--- src/verilog/fdc_timing_pkg.sv ---
package fdc_timing_pkg;

	//////////////////////////////
	// Tick lengths and widths

	localparam int INDEX_TICK_CYCLES = 100;	// Clocks per index tick
	localparam int STEP_TICK_CYCLES  = 20;	// Clocks per step tick
	localparam int INDEX_W           = 16;	// Index count width

	localparam int INDEX_DIV_W = $clog2(INDEX_TICK_CYCLES);
	localparam int STEP_DIV_W  = $clog2(STEP_TICK_CYCLES);

	typedef logic [INDEX_DIV_W-1:0] index_div_t;	// Prescaler for index ticks
	typedef logic [STEP_DIV_W-1:0]  step_div_t;	// Prescaler for step ticks

	// Stepper FSM
	typedef enum logic [1:0] {
		ST_IDLE,	// Not stepping
		ST_LOW,	// Step pulse asserted
		ST_HIGH	// Recovery half of the step
	} step_state_e;

	//////////////////////////////
	// Drive side structs

	// Lines coming back from the drive
	typedef struct packed {
		logic index;
		logic track0;	// High at track 0
		logic wrprot;
		logic rdy_dchg;	// Ready / disk changed
		logic density;
	} fd_in_t;

	// Lines going out to the drive
	typedef struct packed {
		logic       density;	// Active low
		logic       in_use;	// Active low
		logic [3:0] drv_sel;	// Active low
		logic       motor;	// Active low
		logic       side;	// Active low
		logic       dir;
		logic       step_n;
	} fd_out_t;

endpackage

--- src/verilog/fdc_regs_pkg.sv ---
package fdc_regs_pkg;

	//////////////////////////////
	// Register map

	// Host register addresses, all on the low address byte
	typedef enum logic [7:0] {
		REG_ID_TYPE_L   = 8'h04,	// Type low byte (read side of 04)
		REG_ID_TYPE_H   = 8'h05,
		REG_ID_VER_L    = 8'h06,
		REG_ID_VER_H    = 8'h07,
		REG_STATUS1     = 8'h0E,	// Seek and index flags
		REG_STATUS2     = 8'h0F,	// Raw drive lines plus busy
		REG_SCRATCH     = 8'h30,
		REG_SCRATCH_INV = 8'h31,
		REG_FIXED_55    = 8'h32,
		REG_FIXED_AA    = 8'h33,
		REG_INDEX_HI    = 8'h40,	// Reading this one freezes the low byte
		REG_INDEX_LO    = 8'h41,
		REG_STEP_RATE   = 8'hF0,
		REG_STEP_CMD    = 8'hFF
	} reg_addr_e;

	// 04 doubles as the drive control write register
	localparam reg_addr_e REG_DRIVE_CTRL = REG_ID_TYPE_L;

	//////////////////////////////
	// Identity

	localparam logic [15:0] MCO_TYPE    = 16'hDD55;	// Microcode type
	localparam logic [15:0] MCO_VERSION = 16'h002D;	// Microcode version

	//////////////////////////////
	// Host side structs

	// Byte-wide register bus from the microcontroller
	typedef struct packed {
		logic [7:0] data;	// Address or write data
		logic       ale;	// Address load strobe
		logic       rd;	// Read level
		logic       wr;	// Write strobe
	} mcu_bus_t;

	// Drive control register, one bit per active-low drive line
	typedef struct packed {
		logic       side;	// Bit 7
		logic       motor;	// Bit 6
		logic [3:0] drv_sel;	// Bits 5..2
		logic       in_use;	// Bit 1
		logic       density;	// Bit 0
	} drive_ctrl_t;

	// Step command byte
	typedef struct packed {
		logic       dir;	// 1 = away from track 0
		logic [6:0] count;	// Number of steps
	} step_cmd_t;

endpackage
--- src/verilog/fdc_top.sv ---
`timescale 1ns/1ns

module fdc_top (
	input  logic                   CLK_MASTER,
	input  logic                   rst,
	input  fdc_regs_pkg::mcu_bus_t mcu,
	input  fdc_timing_pkg::fd_in_t fd_in,
	output logic [7:0]             pmd_out,
	output fdc_timing_pkg::fd_out_t fd_out
);

	fdc_regs_pkg::drive_ctrl_t          drive_ctrl;
	logic [7:0]                         step_rate;
	fdc_regs_pkg::step_cmd_t            step_cmd;
	logic                               step_cmd_wr;
	logic                               index_hi_rd;
	logic                               stepping;
	logic                               track0_hit;
	logic                               dir;
	logic                               step_n;
	logic [fdc_timing_pkg::INDEX_W-1:0] index_count;
	logic [7:0]                         index_lo;
	logic                               new_meas;

	//////////////////////////////
	// Host side

	host_regs u_host_regs (
		.CLK_MASTER  (CLK_MASTER),
		.rst         (rst),
		.mcu         (mcu),
		.fd_in       (fd_in),
		.stepping    (stepping),
		.track0_hit  (track0_hit),
		.index_count (index_count),
		.index_lo    (index_lo),
		.new_meas    (new_meas),
		.pmd_out     (pmd_out),
		.drive_ctrl  (drive_ctrl),
		.step_rate   (step_rate),
		.step_cmd    (step_cmd),
		.step_cmd_wr (step_cmd_wr),
		.index_hi_rd (index_hi_rd)
	);

	//////////////////////////////
	// Drive side

	index_timer u_index_timer (
		.CLK_MASTER  (CLK_MASTER),
		.rst         (rst),
		.index       (fd_in.index),
		.index_hi_rd (index_hi_rd),
		.index_count (index_count),
		.index_lo    (index_lo),
		.new_meas    (new_meas)
	);

	step_controller u_step_controller (
		.CLK_MASTER  (CLK_MASTER),
		.rst         (rst),
		.step_rate   (step_rate),
		.step_cmd    (step_cmd),
		.step_cmd_wr (step_cmd_wr),
		.track0      (fd_in.track0),
		.stepping    (stepping),
		.track0_hit  (track0_hit),
		.dir         (dir),
		.step_n      (step_n)
	);

	// Drive lines are active low, register bits active high
	assign fd_out.density = ~drive_ctrl.density;
	assign fd_out.in_use  = ~drive_ctrl.in_use;
	assign fd_out.drv_sel = ~drive_ctrl.drv_sel;
	assign fd_out.motor   = ~drive_ctrl.motor;
	assign fd_out.side    = ~drive_ctrl.side;
	assign fd_out.dir     = dir;
	assign fd_out.step_n  = step_n;

endmodule

--- src/verilog/step_controller.sv ---
`timescale 1ns/1ns

module step_controller (
	input  logic                    CLK_MASTER,
	input  logic                    rst,
	input  logic [7:0]              step_rate,
	input  fdc_regs_pkg::step_cmd_t step_cmd,
	input  logic                    step_cmd_wr,
	input  logic                    track0,
	output logic                    stepping,
	output logic                    track0_hit,
	output logic                    dir,
	output logic                    step_n
);

	fdc_timing_pkg::step_state_e state;
	fdc_timing_pkg::step_div_t   tick_div;	// Clocks within a step tick
	logic                        step_tick;
	logic [7:0]                  phase_cnt;	// Ticks within a phase
	logic                        phase_end;
	logic [6:0]                  steps_left;

	//////////////////////////////
	// Step rate divider

	// Divider held in idle so the first phase is full length
	always_ff @(posedge CLK_MASTER) begin
		if (rst || state == fdc_timing_pkg::ST_IDLE)
			tick_div <= '0;
		else if (step_tick)
			tick_div <= '0;
		else
			tick_div <= tick_div + 1'b1;
	end

	assign step_tick = (tick_div == fdc_timing_pkg::step_div_t'(fdc_timing_pkg::STEP_TICK_CYCLES - 1));

	// Phase is step_rate+1 ticks
	assign phase_end = step_tick && (phase_cnt == step_rate);

	always_ff @(posedge CLK_MASTER) begin
		if (rst || state == fdc_timing_pkg::ST_IDLE || phase_end)
			phase_cnt <= 8'h00;
		else if (step_tick)
			phase_cnt <= phase_cnt + 8'h01;
	end

	//////////////////////////////
	// Seek FSM

	always_ff @(posedge CLK_MASTER) begin
		if (rst) begin
			state      <= fdc_timing_pkg::ST_IDLE;
			steps_left <= 7'd0;
			dir        <= 1'b0;
			track0_hit <= 1'b0;
		end else begin
			case (state)
				fdc_timing_pkg::ST_IDLE: begin
					if (step_cmd_wr && step_cmd.count != 7'd0) begin
						dir        <= step_cmd.dir;
						steps_left <= step_cmd.count;
						if (!step_cmd.dir && track0)
							track0_hit <= 1'b1;	// Already home, no pulse at all
						else begin
							track0_hit <= 1'b0;	// New seek clears old stop
							state      <= fdc_timing_pkg::ST_LOW;
						end
					end
				end
				fdc_timing_pkg::ST_LOW: begin
					if (phase_end) begin
						steps_left <= steps_left - 7'd1;
						state      <= fdc_timing_pkg::ST_HIGH;
					end
				end
				fdc_timing_pkg::ST_HIGH: begin
					if (phase_end) begin
						if (steps_left == 7'd0)
							state <= fdc_timing_pkg::ST_IDLE;	// All steps issued
						else if (!dir && track0) begin
							// Head home, drop the rest
							track0_hit <= 1'b1;
							state      <= fdc_timing_pkg::ST_IDLE;
						end else
							state <= fdc_timing_pkg::ST_LOW;
					end
				end
				default: state <= fdc_timing_pkg::ST_IDLE;
			endcase
		end
	end

	assign stepping = (state != fdc_timing_pkg::ST_IDLE);
	assign step_n   = (state != fdc_timing_pkg::ST_LOW);	// Low half of each step

endmodule

--- src/verilog/index_timer.sv ---
`timescale 1ns/1ns

module index_timer (
	input  logic                               CLK_MASTER,
	input  logic                               rst,
	input  logic                               index,
	input  logic                               index_hi_rd,
	output logic [fdc_timing_pkg::INDEX_W-1:0] index_count,
	output logic [7:0]                         index_lo,
	output logic                               new_meas
);

	logic [2:0]                         idx_sync;	// Two sync flops, then edge history
	logic                               idx_rise;
	fdc_timing_pkg::index_div_t         div_cnt;	// Cycles within a tick
	logic [fdc_timing_pkg::INDEX_W-1:0] tick_cnt;	// Ticks since last edge

	//////////////////////////////
	// Sync and edge detect

	always_ff @(posedge CLK_MASTER) begin
		if (rst)
			idx_sync <= 3'b000;
		else
			idx_sync <= {idx_sync[1:0], index};
	end

	assign idx_rise = idx_sync[1] && !idx_sync[2];

	//////////////////////////////
	// Tick counter

	always_ff @(posedge CLK_MASTER) begin
		if (rst) begin
			div_cnt  <= '0;
			tick_cnt <= '0;
		end else if (idx_rise) begin
			// Edge cycle counts as the first of the new period
			div_cnt  <= fdc_timing_pkg::index_div_t'(1);
			tick_cnt <= '0;
		end else if (div_cnt == fdc_timing_pkg::index_div_t'(fdc_timing_pkg::INDEX_TICK_CYCLES - 1)) begin
			div_cnt <= '0;
			if (tick_cnt != '1)
				tick_cnt <= tick_cnt + 1'b1;	// Saturate on a stopped drive
		end else begin
			div_cnt <= div_cnt + 1'b1;
		end
	end

	// Measurement latches
	always_ff @(posedge CLK_MASTER) begin
		if (idx_rise)
			index_count <= tick_cnt;
		if (index_hi_rd)
			index_lo <= index_count[7:0];	// Keeps hi/lo pair coherent
	end

	always_ff @(posedge CLK_MASTER) begin
		if (rst)
			new_meas <= 1'b0;
		else if (index_hi_rd)
			new_meas <= 1'b0;	// Read wins over a fresh edge
		else if (idx_rise)
			new_meas <= 1'b1;
	end

endmodule

--- src/verilog/host_regs.sv ---
`timescale 1ns/1ns

module host_regs (
	input  logic                                 CLK_MASTER,
	input  logic                                 rst,
	input  fdc_regs_pkg::mcu_bus_t               mcu,
	input  fdc_timing_pkg::fd_in_t               fd_in,
	input  logic                                 stepping,
	input  logic                                 track0_hit,
	input  logic [fdc_timing_pkg::INDEX_W-1:0]   index_count,
	input  logic [7:0]                           index_lo,
	input  logic                                 new_meas,
	output logic [7:0]                           pmd_out,
	output fdc_regs_pkg::drive_ctrl_t            drive_ctrl,
	output logic [7:0]                           step_rate,
	output fdc_regs_pkg::step_cmd_t              step_cmd,
	output logic                                 step_cmd_wr,
	output logic                                 index_hi_rd
);

	logic [7:0] addr;	// Latched register address
	logic [7:0] scratch;
	logic       rd_q;	// Read level, one cycle late
	logic [7:0] status1;
	logic [7:0] status2;

	//////////////////////////////
	// Address latch

	always_ff @(posedge CLK_MASTER) begin
		if (rst) begin
			addr <= 8'h00;
			rd_q <= 1'b0;
		end else begin
			if (mcu.ale)
				addr <= mcu.data;	// Address taken from data byte
			rd_q <= mcu.rd;
		end
	end

	//////////////////////////////
	// Write decode

	always_ff @(posedge CLK_MASTER) begin
		if (rst) begin
			drive_ctrl  <= '0;	// All drive lines inactive
			step_rate   <= 8'h00;
			step_cmd    <= '0;
			step_cmd_wr <= 1'b0;
		end else begin
			step_cmd_wr <= 1'b0;
			if (mcu.wr) begin
				case (addr)
					fdc_regs_pkg::REG_DRIVE_CTRL: drive_ctrl <= fdc_regs_pkg::drive_ctrl_t'(mcu.data);
					fdc_regs_pkg::REG_STEP_RATE:  step_rate <= mcu.data;
					fdc_regs_pkg::REG_STEP_CMD: begin
						step_cmd    <= fdc_regs_pkg::step_cmd_t'(mcu.data);
						step_cmd_wr <= 1'b1;	// Lines up with the new command byte
					end
					default: ;
				endcase
			end
		end
	end

	// Scratchpad, bus test only
	always_ff @(posedge CLK_MASTER) begin
		if (mcu.wr && addr == fdc_regs_pkg::REG_SCRATCH)
			scratch <= mcu.data;
	end

	// First cycle of a high byte read freezes the low byte in index_timer
	assign index_hi_rd = mcu.rd && !rd_q && (addr == fdc_regs_pkg::REG_INDEX_HI);

	//////////////////////////////
	// Readback

	// Seek stop and new index reading
	assign status1 = {3'b000, track0_hit, new_meas, 3'b000};

	// Drive lines as they arrive, plus busy
	assign status2 = {fd_in.index, fd_in.track0, fd_in.wrprot, fd_in.rdy_dchg,
		fd_in.density, stepping, 2'b00};

	always_comb begin
		pmd_out = 8'h00;	// Idle bus reads zero
		if (mcu.rd) begin
			case (addr)
				fdc_regs_pkg::REG_ID_TYPE_L:   pmd_out = fdc_regs_pkg::MCO_TYPE[7:0];
				fdc_regs_pkg::REG_ID_TYPE_H:   pmd_out = fdc_regs_pkg::MCO_TYPE[15:8];
				fdc_regs_pkg::REG_ID_VER_L:    pmd_out = fdc_regs_pkg::MCO_VERSION[7:0];
				fdc_regs_pkg::REG_ID_VER_H:    pmd_out = fdc_regs_pkg::MCO_VERSION[15:8];
				fdc_regs_pkg::REG_STATUS1:     pmd_out = status1;
				fdc_regs_pkg::REG_STATUS2:     pmd_out = status2;
				fdc_regs_pkg::REG_SCRATCH:     pmd_out = scratch;
				fdc_regs_pkg::REG_SCRATCH_INV: pmd_out = ~scratch;
				fdc_regs_pkg::REG_FIXED_55:    pmd_out = 8'h55;
				fdc_regs_pkg::REG_FIXED_AA:    pmd_out = 8'hAA;
				fdc_regs_pkg::REG_INDEX_HI:    pmd_out = index_count[15:8];	// Live latch
				fdc_regs_pkg::REG_INDEX_LO:    pmd_out = index_lo;	// Frozen copy
				default:                       pmd_out = 8'h00;
			endcase
		end
	end

endmodule

--- config.mk ---
export PLATFORM = sky130hd
export DESIGN_NAME = fdc_top
export DESIGN_NICKNAME = d
export VERILOG_FILES = /design/src/verilog/fdc_timing_pkg.sv /design/src/verilog/fdc_regs_pkg.sv /design/src/verilog/fdc_top.sv /design/src/verilog/step_controller.sv /design/src/verilog/index_timer.sv /design/src/verilog/host_regs.sv
export SDC_FILE = /design/constraint.sdc
export NUM_CORES = 1
export LEC_CHECK = 0
export ABC_AREA = 1
export BUFFER_PORTS_ARGS = -buffer_cell sky130_fd_sc_hd__buf_4
export CORE_MARGIN = 8
export CORE_UTILIZATION = 45
export CTS_CLUSTER_DIAMETER = 80
export CTS_CLUSTER_SIZE = 25
export DETAILED_ROUTE_END_ITERATION = 8
export GPL_TIMING_DRIVEN = 1
export PLACE_DENSITY = 0.63
export SYNTH_ARGS = -nofsm -noshare
export SYNTH_HDL_FRONTEND = slang
export SYNTH_HIERARCHICAL = 1
export SYNTH_SLANG_ARGS = --single-unit
export TNS_END_PERCENT = 30
--- constraint.sdc ---
create_clock -name CLK_MASTER -period 2.14 [get_ports CLK_MASTER]
set_clock_uncertainty 0.2 [all_clocks]
set_input_delay 0.214 -clock CLK_MASTER [delete_from_list [all_inputs] [get_ports CLK_MASTER]]
set_output_delay 0.214 -clock CLK_MASTER [all_outputs]
set_load 0.03 [all_outputs]
Word level (Yosys, flattened, before mapping)
Index checks and enable logic that the tools add are counted.
{ "op_classes": {"bitwise_logic": 7, "n_eq_ne": 26, "addsub": 5, "n_mux": 21, "n_reduce_logical": 34} }
{ "op_table": {"columns": ["op", "n"], "rows": [
  ["8-bit one-hot mux with 10 select lines", 1],
  ["8-bit by 6-bit equality test with 1-bit output, second input constant", 4],
  ["8-bit by 3-bit equality test with 1-bit output, second input constant", 3],
  ["16-bit by 1-bit adder with 16-bit output, second input constant", 1],
  ["8-bit by 4-bit equality test with 1-bit output, second input constant", 2],
  ["8-bit by 7-bit equality test with 1-bit output, second input constant", 2],
  ["8-bit equality test, second input constant", 2],
  ["16-bit inequality test, second input constant", 1],
  ["7-bit 2-to-1 mux", 2],
  ["7-bit one-hot mux with 2 select lines", 1],
  ["2-bit 2-to-1 mux", 5],
  ["2-bit AND reduction", 5],
  ["2-bit OR reduction", 5],
  ["1-bit 2-to-1 mux", 9],
  ["8-bit by 1-bit adder with 8-bit output, second input constant", 1],
  ["8-bit equality test", 1],
  ["1-bit logical AND", 8],
  ["8-bit 2-to-1 mux", 1],
  ["2-bit by 1-bit inequality test with 1-bit output, second input constant", 4],
  ["8-bit inverter", 1],
  ["7-bit by 1-bit adder with 7-bit output, second input constant", 1],
  ["7-bit equality test, second input constant", 1],
  ["7-bit zero test", 1],
  ["7-bit nonzero test", 1],
  ["other kinds (18)", 30]
]} }
{ "totals": {"input_bits": 18, "output_inout_bits": 18, "reg_bits": 117} }

Logic depth before layout (Yosys ltp)
Gate-level depths: netlist (run 1).
{ "depth": {"depth_word": 6, "depth_mapped": 11, "depth_no_buf": 11} }

Modules after synthesis
The synthesis (run 1) kept the hierarchy.
{ "modules_own_cells": {"columns": ["module", "area_per_inst_um2", "cells_per_inst", "instances", "seq_area_each_um2"], "rows": [
  ["host_regs", 2240.9, 295, 1, 920.9],
  ["index_timer", 2144.6, 224, 1, 1261.2],
  ["step_controller", 1512.7, 242, 1, 480.5],
  ["fdc_top", 45.0, 10, 1, 0.0]
]} }

Least setup slack after synthesis (run 1)
Ideal clock, no wire load.
{ "synth_timing": {"path_type": "register -> register", "from": "register u_host_regs.addr[2]", "to": "register u_index_timer.index_lo[0] (enable)", "n_path_buf": 0, "period_less_slack_ps": 2018, "required_time_ps": 1554, "arrival_time_ps": 1432, "setup_ps": 386, "path_stages_with_launch": 6, "setup_slack_ps": 122, "path_cell_list": "dfxtp_1 > inv_1 > nand2_2 > nor2_4 > nand2_4 > nor3_1"} }
{ "synth_via": {"elab_chain_len": 2} }
{ "synth_rtl": {"columns": ["item", "line_no", "source"], "rows": [
  ["start, declared", "host_regs.sv:21", "logic [7:0] addr;"],
  ["start signal, assigned", "host_regs.sv:36", "addr <= mcu.data;"],
  ["8-bit by 7-bit equality test with 1-bit output", "host_regs.sv:73", "assign index_hi_rd = mcu.rd && !rd_q && (addr == fdc_regs_pkg::REG_INDEX_HI);"],
  ["1-bit logical AND", "host_regs.sv:73", null],
  ["via index_hi_rd", "fdc_top.sv:16", "logic index_hi_rd;"],
  ["end signal, assigned", "index_timer.sv:55", "index_lo <= index_count[7:0];"],
  ["end, declared", "index_timer.sv:9", "output logic [7:0] index_lo,"]
]} }
The timed path passes the listed nets, and every way through them passes these cells.
A chain may end at the register's enable or synchronous reset.

Worst setup path after layout (run 1)
{ "layout_timing": {"from": "register u_host_regs.addr[3]", "to": "output port pmd_out[1]"} }
{ "layout_via": {"elab_chain_len": 4} }
{ "layout_rtl": {"columns": ["item", "line_no", "source"], "rows": [
  ["8-bit by 3-bit equality test with 1-bit output / 8-bit by 6-bit equality test with 1-bit output (equally long branches)", "host_regs.sv:88", "case (addr)"],
  ["2-bit OR reduction (no line)", null, null],
  ["8-bit one-hot mux with 10 select lines *", "host_regs.sv:88", null],
  ["8-bit 2-to-1 mux *", "host_regs.sv:87", "if (mcu.rd) begin"],
  ["end, declared", "fdc_top.sv:8", "output logic [7:0] pmd_out,"]
]} }
Every way passes the cells marked *; elsewhere a longest branch is shown, timed or not.

==> results of run 1 <==
==> worst max-delay path, delay by kind of cell, from the launching register on <==
family	cells	cell delay, ps
buffers and inverters	3	380
AND/OR/NAND/NOR	7	730
flip-flops	1	330
==> per-stage QoR <==
step	power (W)	std cells	util
after floorplan	0.002556	771	-
after global placement	0.002647	976	0.4879
after detailed placement	0.002652	976	0.4879
after CTS	0.005444	1024	0.5490
after global routing	0.005600	1025	0.5504
final	0.005406	1025	0.5504
==> repair_timing <==
action	CTS	global route
hold endpoints to repair	44	0
hold buffers	11	0
endpoints found under the setup margin	8	8
resized for setup	28	4
buffers inserted	5	1
cloned	0	0
pin swaps	14	4
==> path summary, 6_finish.rpt <==
check	start	end
max	u_host_regs/addr[3]$_SDFFE_PP0P_	pmd_out[1]
min	mcu[1]	u_host_regs/rd_q$_SDFF_PP0_
max reg2reg	u_step_controller/tick_div[0]$_SDFF_PP0_	u_step_controller/steps_left[2]$_SDFFE_PP0P_
min reg2reg	u_index_timer/idx_sync[0]$_SDFF_PP0_	u_index_timer/idx_sync[1]$_SDFF_PP0_
==> where the power goes <==
part	total [W]	switching, W	leakage (nW)	internal [W]
registers	0.00233	0.0000241	0.969	0.00231
logic	0.000323	0.000206	1.80	0.000116
clock network	0.00275	0.00101	0.272	0.00174
total	0.00541	0.00124	3.04	0.00416
==> sequential cells by signal, indices dropped and copies added (netlist names), 2 cells and up <==
register                      cells
u_index_timer/idx_sync            3
u_index_timer/tick_cnt           16
u_step_controller/state           2
u_host_regs/step_rate             8
u_index_timer/div_cnt             7
u_index_timer/index_lo            8
u_step_controller/tick_div        5
u_host_regs/drive_ctrl            8
u_host_regs/addr                  8
u_step_controller/phase_cnt       8
u_index_timer/index_count        16
u_step_controller/steps_left      7
u_host_regs/step_cmd              8
u_host_regs/scratch               8
==> layer usage <==
metal / wire, um / share of wire / up-vias
met5: 0 / 0 / -
met4: 318 / 0.023 / 0
met1: 6200 / 0.45 / 2325
li1: - / - / 2591
met2: 6661 / 0.48 / 124
met3: 665 / 0.048 / 33
==> logic make-up after synthesis <==
family          synth area share
simple gates              0.3840
compound gates           0.07411
xor+xnor                 0.01032
fa+ha+maj                0.01263
buf+inv                  0.07094
flops                     0.4480
==> placed cells by master (no fill, tap or decap), types with 15 or more instances in the layout <==
master and n:
sky130_fd_sc_hd__a21oi_1 36, sky130_fd_sc_hd__dfxtp_1 77, sky130_fd_sc_hd__clkbuf_16 17, sky130_fd_sc_hd__buf_4 43, sky130_fd_sc_hd__o21ai_0 15, sky130_fd_sc_hd__nand3_1 43, sky130_fd_sc_hd__inv_1 66, sky130_fd_sc_hd__nor2_2 22
sky130_fd_sc_hd__nand2_1 177, sky130_fd_sc_hd__nor2_1 139, sky130_fd_sc_hd__nand2_2 15, sky130_fd_sc_hd__edfxtp_1 32
==> final cells by class <==
| cell class | count | share of cell area |
|---|---|---|
| multi-input combinational | 556 | 0.4039 |
| tap | 176 | 0.03058 |
| timing repair buffer | 58 | 0.06637 |
| clock buffer | 20 | 0.06202 |
| clock inverter | 12 | 0.01824 |
| sequential | 117 | 0.3714 |
| inverter | 86 | 0.04743 |
==> impl_metrics.xml, run 1 <==
<?xml version="1.0" encoding="UTF-8"?>
<metrics>
  <group name="final_layout">
    <metric name="layout-area-overhead-vs-synth" unit="%">21.18</metric>
    <metric name="num_antenna_cells" unit="">0</metric>
    <metric name="drive_above_1_share" unit="">0.2309</metric>
    <metric name="ff_latch_area" unit="um2">2675</metric>
    <metric name="multiInputGateArea" unit="um2">2909</metric>
    <metric name="fin_nets" unit="">860</metric>
    <metric name="number_of_fill_cells" unit="">1179</metric>
    <metric name="final_area" unit="um2">7202</metric>
  </group>
  <group name="clock_network">
    <metric name="ctsLongestPathBuffers" unit="">2</metric>
    <metric name="insertion_delay" unit="ps">420</metric>
    <metric name="deepest_level_of_the_cts_h_tree" unit="">4</metric>
    <metric name="cts.sink_count" unit="">117</metric>
    <metric name="tritoncts" unit="">done</metric>
    <metric name="cts.reportedPaths.clkPinSlew" unit="ps">50</metric>
    <metric name="clk_tree_root_cell" unit="">sky130_fd_sc_hd__clkbuf_16</metric>
    <metric name="numCtsBuffers" unit="">17</metric>
  </group>
  <group name="setup_path">
    <metric name="crit_chain" unit="">inv_2, nand2_4, nor2_4, nand2_4, inv_4, nand2_2, nand3_2, nor2_1, nor2_1, buf_4</metric>
    <metric name="reg2reg_setup_slack" unit="ps">360</metric>
    <metric name="critical-path-max-stage-delay" unit="ps">330</metric>
    <metric name="critPathCaptureType" unit="">output pin</metric>
    <metric name="startpoint_class_of_the_critical_path" unit="">flip-flop</metric>
    <metric name="arrival" unit="ps">1860</metric>
    <metric name="worstPathRequired" unit="ps">1730</metric>
    <metric name="worst-r2r-cell-count" unit="">8</metric>
    <metric name="critPathSlowestCell" unit="">sky130_fd_sc_hd__dfxtp_2</metric>
    <metric name="path_max_fanout" unit="">6</metric>
    <metric name="worstSetupPathType" unit="">flip-flop to output pin</metric>
  </group>
  <group name="global_route">
    <metric name="overflow" unit="">0</metric>
    <metric name="grt.met3_usage" unit="">0.05763</metric>
    <metric name="antenna_violations_before_repair" unit="">0</metric>
    <metric name="global_route.usage.met2" unit="">0.2810</metric>
    <metric name="grt_pass1_wl" unit="um">23140</metric>
    <metric name="maximum_number_of_pins_on_one_net_before_global_route_repair" unit="">42</metric>
    <metric name="grt_busiest_layer" unit="">met2</metric>
    <metric name="first_global_vias" unit="">4873</metric>
    <metric name="grt_use_met1" unit="">0.2039</metric>
    <metric name="grt_usage" unit="">0.1732</metric>
  </group>
  <group name="yosys">
    <metric name="post-synth-top-area-cell" unit="">sky130_fd_sc_hd__dfxtp_1</metric>
    <metric name="asyncSetResetFlopFracSynth" unit="">0</metric>
    <metric name="mappedNetlistArea" unit="um2">5943</metric>
    <metric name="synth_top_flop_cell" unit="">sky130_fd_sc_hd__dfxtp_1</metric>
    <metric name="avgSynthCellArea" unit="um2">7.708</metric>
    <metric name="synth_area_leaders" unit="">sky130_fd_sc_hd__dfxtp_1, sky130_fd_sc_hd__edfxtp_1, sky130_fd_sc_hd__nand2_1</metric>
    <metric name="synth_enable_flop_cells" unit="">32</metric>
    <metric name="synth_cells" unit="">771</metric>
    <metric name="synth.lib_cells_used.distinct" unit="">43</metric>
    <metric name="list_of_most_frequent_post_synthesis_cells" unit="">sky130_fd_sc_hd__nand2_1, sky130_fd_sc_hd__nor2_1, sky130_fd_sc_hd__dfxtp_1</metric>
    <metric name="ys.warnings.count" unit="">6</metric>
    <metric name="yosysTopAreaCellShare" unit="">0.2863</metric>
    <metric name="ys_seq_elements" unit="">117</metric>
    <metric name="synth_nets" unit="">795</metric>
    <metric name="ys_seq_area_frac" unit="">0.4480</metric>
    <metric name="yosys.cell_count.top_type" unit="">sky130_fd_sc_hd__nand2_1</metric>
  </group>
  <group name="timing">
    <metric name="timing.max_slew.rel_slack" unit="">0.6717</metric>
    <metric name="layout_worst_path_cycle_share" unit="">1.063</metric>
    <metric name="max_clock_freq" unit="GHz">0.4394</metric>
    <metric name="drv_slew" unit="">0</metric>
    <metric name="setup_tns" unit="ps">-782.9</metric>
    <metric name="finalSetupViolations" unit="">8</metric>
    <metric name="layout_setup_ws" unit="ps">-135.9</metric>
    <metric name="period_minus_slack" unit="ps">2276</metric>
    <metric name="hold-worst-slack" unit="ps">37.15</metric>
    <metric name="max_slew.worst_pin.slew" unit="ps">492.5</metric>
    <metric name="rsz0062_at_grt" unit="">true</metric>
    <metric name="final_hold_viol_count" unit="">0</metric>
  </group>
  <group name="route">
    <metric name="drc_violation_total_after_the_first_tritonroute_iteration" unit="">446</metric>
    <metric name="route.vias.total" unit="">5073</metric>
    <metric name="via_per_inst" unit="">4.949</metric>
    <metric name="ant_nets" unit="">0</metric>
    <metric name="finalWirelength" unit="um">13840</metric>
    <metric name="route.detailed.drc" unit="">0</metric>
    <metric name="firstDrtPassIters" unit="">5</metric>
    <metric name="wl_per_cell" unit="um">13.51</metric>
  </group>
  <group name="power">
    <metric name="irDropWorstVdd" unit="mV">0.6276</metric>
    <metric name="power.density_cell_area" unit="nW/um2">750.6</metric>
    <metric name="power_leakage" unit="nW">3.043</metric>
  </group>
  <group name="die">
    <metric name="floorplan.die_area" unit="um2">17140</metric>
    <metric name="die_width" unit="um">130.9</metric>
    <metric name="dieHeight" unit="um">130.9</metric>
    <metric name="i_o_pin_total" unit="">36</metric>
    <metric name="rows" unit="">42</metric>
    <metric name="core_area" unit="um2">13090</metric>
    <metric name="initial_utilization" unit="">0.4542</metric>
  </group>
  <group name="flow_run">
    <metric name="cap_violations" unit="">0</metric>
  </group>
  <group name="hold_path">
    <metric name="hold_path_depth" unit="">3</metric>
    <metric name="min-delay-path-class" unit="">input port to flip-flop</metric>
  </group>
  <group name="run_status">
    <metric name="violations" unit="">negative setup slack</metric>
    <metric name="outcome" unit="">finished, violations left</metric>
  </group>
  <group name="placement">
    <metric name="count_of_buffers_from_port_buffering" unit="">35</metric>
    <metric name="finalWeightedCongestion" unit="">0.9463</metric>
    <metric name="placed_cell_area" unit="um2">6384</metric>
    <metric name="dp_worst_setup_slack" unit="ps">169.9</metric>
    <metric name="place_hpwl" unit="um">9862</metric>
  </group>
</metrics>
No activity file was read; power rests on OpenSTA's default activity.
==> run 2, diff against run 1 <==
--- a/config.mk
+++ b/config.mk
@@ -8,12 +8,12 @@
 export ABC_AREA = 1
 export BUFFER_PORTS_ARGS = -buffer_cell sky130_fd_sc_hd__buf_4
 export CORE_MARGIN = 8
-export CORE_UTILIZATION = 45
+export CORE_UTILIZATION = 40
 export CTS_CLUSTER_DIAMETER = 80
 export CTS_CLUSTER_SIZE = 25
 export DETAILED_ROUTE_END_ITERATION = 8
 export GPL_TIMING_DRIVEN = 1
-export PLACE_DENSITY = 0.63
+export PLACE_DENSITY = 0.57
 export SYNTH_ARGS = -nofsm -noshare
 export SYNTH_HDL_FRONTEND = slang
 export SYNTH_HIERARCHICAL = 1
==> impl_metrics.xml, run 2 (synthesis results as in run 1) <==
<?xml version="1.0" encoding="UTF-8"?>
<metrics>
  <group name="clock_network">
    <metric name="numCtsBuffers" unit="">17</metric>
    <metric name="deepest_level_of_the_cts_h_tree" unit="">4</metric>
    <metric name="cts.reportedPaths.clkPinSlew" unit="ps">50</metric>
    <metric name="clk_tree_root_cell" unit="">sky130_fd_sc_hd__clkbuf_16</metric>
    <metric name="cts.sink_count" unit="">117</metric>
    <metric name="ctsLongestPathBuffers" unit="">2</metric>
    <metric name="tritoncts" unit="">done</metric>
    <metric name="insertion_delay" unit="ps">410</metric>
  </group>
  <group name="final_layout">
    <metric name="fin_nets" unit="">864</metric>
    <metric name="num_antenna_cells" unit="">0</metric>
    <metric name="layout.cells.most_common" unit="">sky130_fd_sc_hd__nand2_1</metric>
    <metric name="largest_regs" unit="">u_index_timer/index_count x16, u_index_timer/tick_cnt x16</metric>
    <metric name="final_area" unit="um2">7297</metric>
    <metric name="drive_above_1_share" unit="">0.2380</metric>
    <metric name="layout-area-overhead-vs-synth" unit="%">22.78</metric>
    <metric name="number_of_fill_cells" unit="">1393</metric>
    <metric name="mostFrequentLayoutCells" unit="">sky130_fd_sc_hd__nand2_1, sky130_fd_sc_hd__nor2_1, sky130_fd_sc_hd__dfxtp_1</metric>
  </group>
  <group name="route">
    <metric name="ant_nets" unit="">0</metric>
    <metric name="via_per_inst" unit="">4.847</metric>
    <metric name="route.detailed.drc" unit="">0</metric>
    <metric name="firstDrtPassIters" unit="">5</metric>
    <metric name="drc_violation_total_after_the_first_tritonroute_iteration" unit="">269</metric>
    <metric name="route.vias.total" unit="">5026</metric>
    <metric name="finalWirelength" unit="um">14140</metric>
    <metric name="wl_per_cell" unit="um">13.63</metric>
  </group>
  <group name="power">
    <metric name="power_frac_comb" unit="">0.064</metric>
    <metric name="pwr-share-clk" unit="">0.503</metric>
    <metric name="p_seq_frac" unit="">0.433</metric>
    <metric name="power_switching_share" unit="">0.2208</metric>
    <metric name="p_int" unit="W">0.004197</metric>
    <metric name="power.density_cell_area" unit="nW/um2">738.2</metric>
    <metric name="irDropWorstVdd" unit="mV">0.5549</metric>
    <metric name="p_switching" unit="W">0.001190</metric>
    <metric name="power" unit="W">0.005387</metric>
    <metric name="power_leakage" unit="nW">3.081</metric>
  </group>
  <group name="setup_path">
    <metric name="worstSetupPathType" unit="">flip-flop to output pin</metric>
    <metric name="path_max_fanout" unit="">6</metric>
    <metric name="arrival" unit="ps">1830</metric>
    <metric name="reg2reg_setup_slack" unit="ps">270</metric>
    <metric name="worstPathRequired" unit="ps">1730</metric>
    <metric name="startpoint_class_of_the_critical_path" unit="">flip-flop</metric>
    <metric name="critPathCaptureType" unit="">output pin</metric>
  </group>
  <group name="die">
    <metric name="die_width" unit="um">137.9</metric>
    <metric name="initial_utilization" unit="">0.4089</metric>
    <metric name="floorplan.die_area" unit="um2">19020</metric>
    <metric name="core_area" unit="um2">14530</metric>
    <metric name="rows" unit="">44</metric>
    <metric name="dieHeight" unit="um">137.9</metric>
    <metric name="i_o_pin_total" unit="">36</metric>
  </group>
  <group name="flow_run">
    <metric name="cap_violations" unit="">0</metric>
  </group>
  <group name="timing">
    <metric name="finalSetupViolations" unit="">8</metric>
    <metric name="max_slew.worst_pin.slew" unit="ps">362.0</metric>
    <metric name="timing.max_slew.rel_slack" unit="">0.7587</metric>
    <metric name="drv_slew" unit="">0</metric>
    <metric name="rsz0062_at_grt" unit="">true</metric>
    <metric name="final_hold_viol_count" unit="">0</metric>
    <metric name="max_clock_freq" unit="GHz">0.4454</metric>
    <metric name="setup_tns" unit="ps">-545.8</metric>
    <metric name="layout_setup_ws" unit="ps">-105.3</metric>
    <metric name="period_minus_slack" unit="ps">2245</metric>
    <metric name="layout_worst_path_cycle_share" unit="">1.049</metric>
  </group>
  <group name="global_route">
    <metric name="antenna_violations_before_repair" unit="">0</metric>
    <metric name="grt_pass1_wl" unit="um">23730</metric>
    <metric name="first_global_vias" unit="">4847</metric>
    <metric name="grt_usage" unit="">0.1607</metric>
    <metric name="overflow" unit="">0</metric>
    <metric name="maximum_number_of_pins_on_one_net_before_global_route_repair" unit="">29</metric>
  </group>
  <group name="placement">
    <metric name="finalWeightedCongestion" unit="">0.8806</metric>
    <metric name="place_hpwl" unit="um">10500</metric>
    <metric name="placed_cell_area" unit="um2">6394</metric>
    <metric name="count_of_buffers_from_port_buffering" unit="">35</metric>
  </group>
  <group name="hold_path">
    <metric name="min-delay-path-class" unit="">input port to flip-flop</metric>
  </group>
  <group name="run_status">
    <metric name="outcome" unit="">finished, violations left</metric>
    <metric name="violations" unit="">negative setup slack</metric>
  </group>
</metrics>
[run 2: changes by cell type in the layout (fill, tap and decap cells not counted), sizes merged]
cell	delta
buf	+2
dlygate4sd3	+2
clkinvlp	-1
clkbuf	+2
clkinv	-1
[run 2: what timing repair did]
item | in CTS | in global routing
pin swaps | 11 | 13
gates cloned | 0 | 0
gates resized for setup | 25 | 25
endpoints found under the hold margin | 45 | 0
endpoints found under the setup margin | 8 | 8
hold buffers | 13 | 0
setup buffers | 4 | 4
[run 2: area by class of cell]
class                           count  area [um2]  area share
Inverter                           86       347.8     0.04767
Sequential cell                   117        2676      0.3668
Timing Repair Buffer               62       528.0     0.07236
Clock inverter                     10       105.1     0.01440
Tap cell                          184       230.2     0.03155
Multi-Input combinational cell    556        2945      0.4036
Clock buffer                       22       464.2     0.06361
[run 2: worst paths after layout]
kind,start,end,cells after the start
worst max-delay path,u_host_regs/addr[7]$_SDFFE_PP0P_,pmd_out[1],10
worst min-delay path,fd_in[3],u_step_controller/track0_hit$_SDFFE_PP0P_,5
worst max register to register,u_step_controller/tick_div[0]$_SDFF_PP0_,u_step_controller/steps_left[6]$_SDFFE_PP0P_,8
worst min register to register,u_index_timer/idx_sync[0]$_SDFF_PP0_,u_index_timer/idx_sync[1]$_SDFF_PP0_,2
[run 2: power by group through the flow]
stage	clock (W)	combinational, W	sequential, W
final	0.00271	0.000345	0.00233
after floorplan	0	0.000188	0.00237
after detailed placement	0	0.000286	0.00237
after CTS	0.00278	0.000327	0.00233
after global placement	0	0.000284	0.00237
after global routing	0.00289	0.000377	0.00233
[run 2: metal layers]
layer / track usage / routed length (um) / vias to the layer above
met2: 0.2738 / 6970 / 75
met4: 0.05194 / 217 / 0
met5: 0 / 0 / -
li1: - / - / 2603
met3: 0.04710 / 521 / 14
met1: 0.1900 / 6425 / 2334
[run 2: worst max-delay path, cell delays in order, from the launching register on]
cell	delay, ps
sky130_fd_sc_hd__dfxtp_4	360
sky130_fd_sc_hd__inv_6	70
sky130_fd_sc_hd__nand2_2	60
sky130_fd_sc_hd__nor2_4	200
sky130_fd_sc_hd__nand2_4	90
sky130_fd_sc_hd__clkinv_4	70
sky130_fd_sc_hd__nand2_1	70
sky130_fd_sc_hd__nand3_1	70
sky130_fd_sc_hd__nor2_1	50
sky130_fd_sc_hd__nor2_1	170
sky130_fd_sc_hd__buf_4	190
[run 2: metrics by stage]
| stage | instances | hold WS [ps] | setup WS, ps | utilization |
|---|---|---|---|---|
| after CTS | 1033 | 55.44 | -165.2 | 0.4951 |
| after floorplan | 771 | 83.07 | 121.8 | - |
| after global placement | 984 | 195.8 | 217.0 | 0.4399 |
| after global routing | 1037 | 108.3 | -209.6 | 0.5021 |
| final | 1037 | 81.82 | -105.3 | 0.5021 |
| after detailed placement | 984 | 205.7 | 188.9 | 0.4399 |
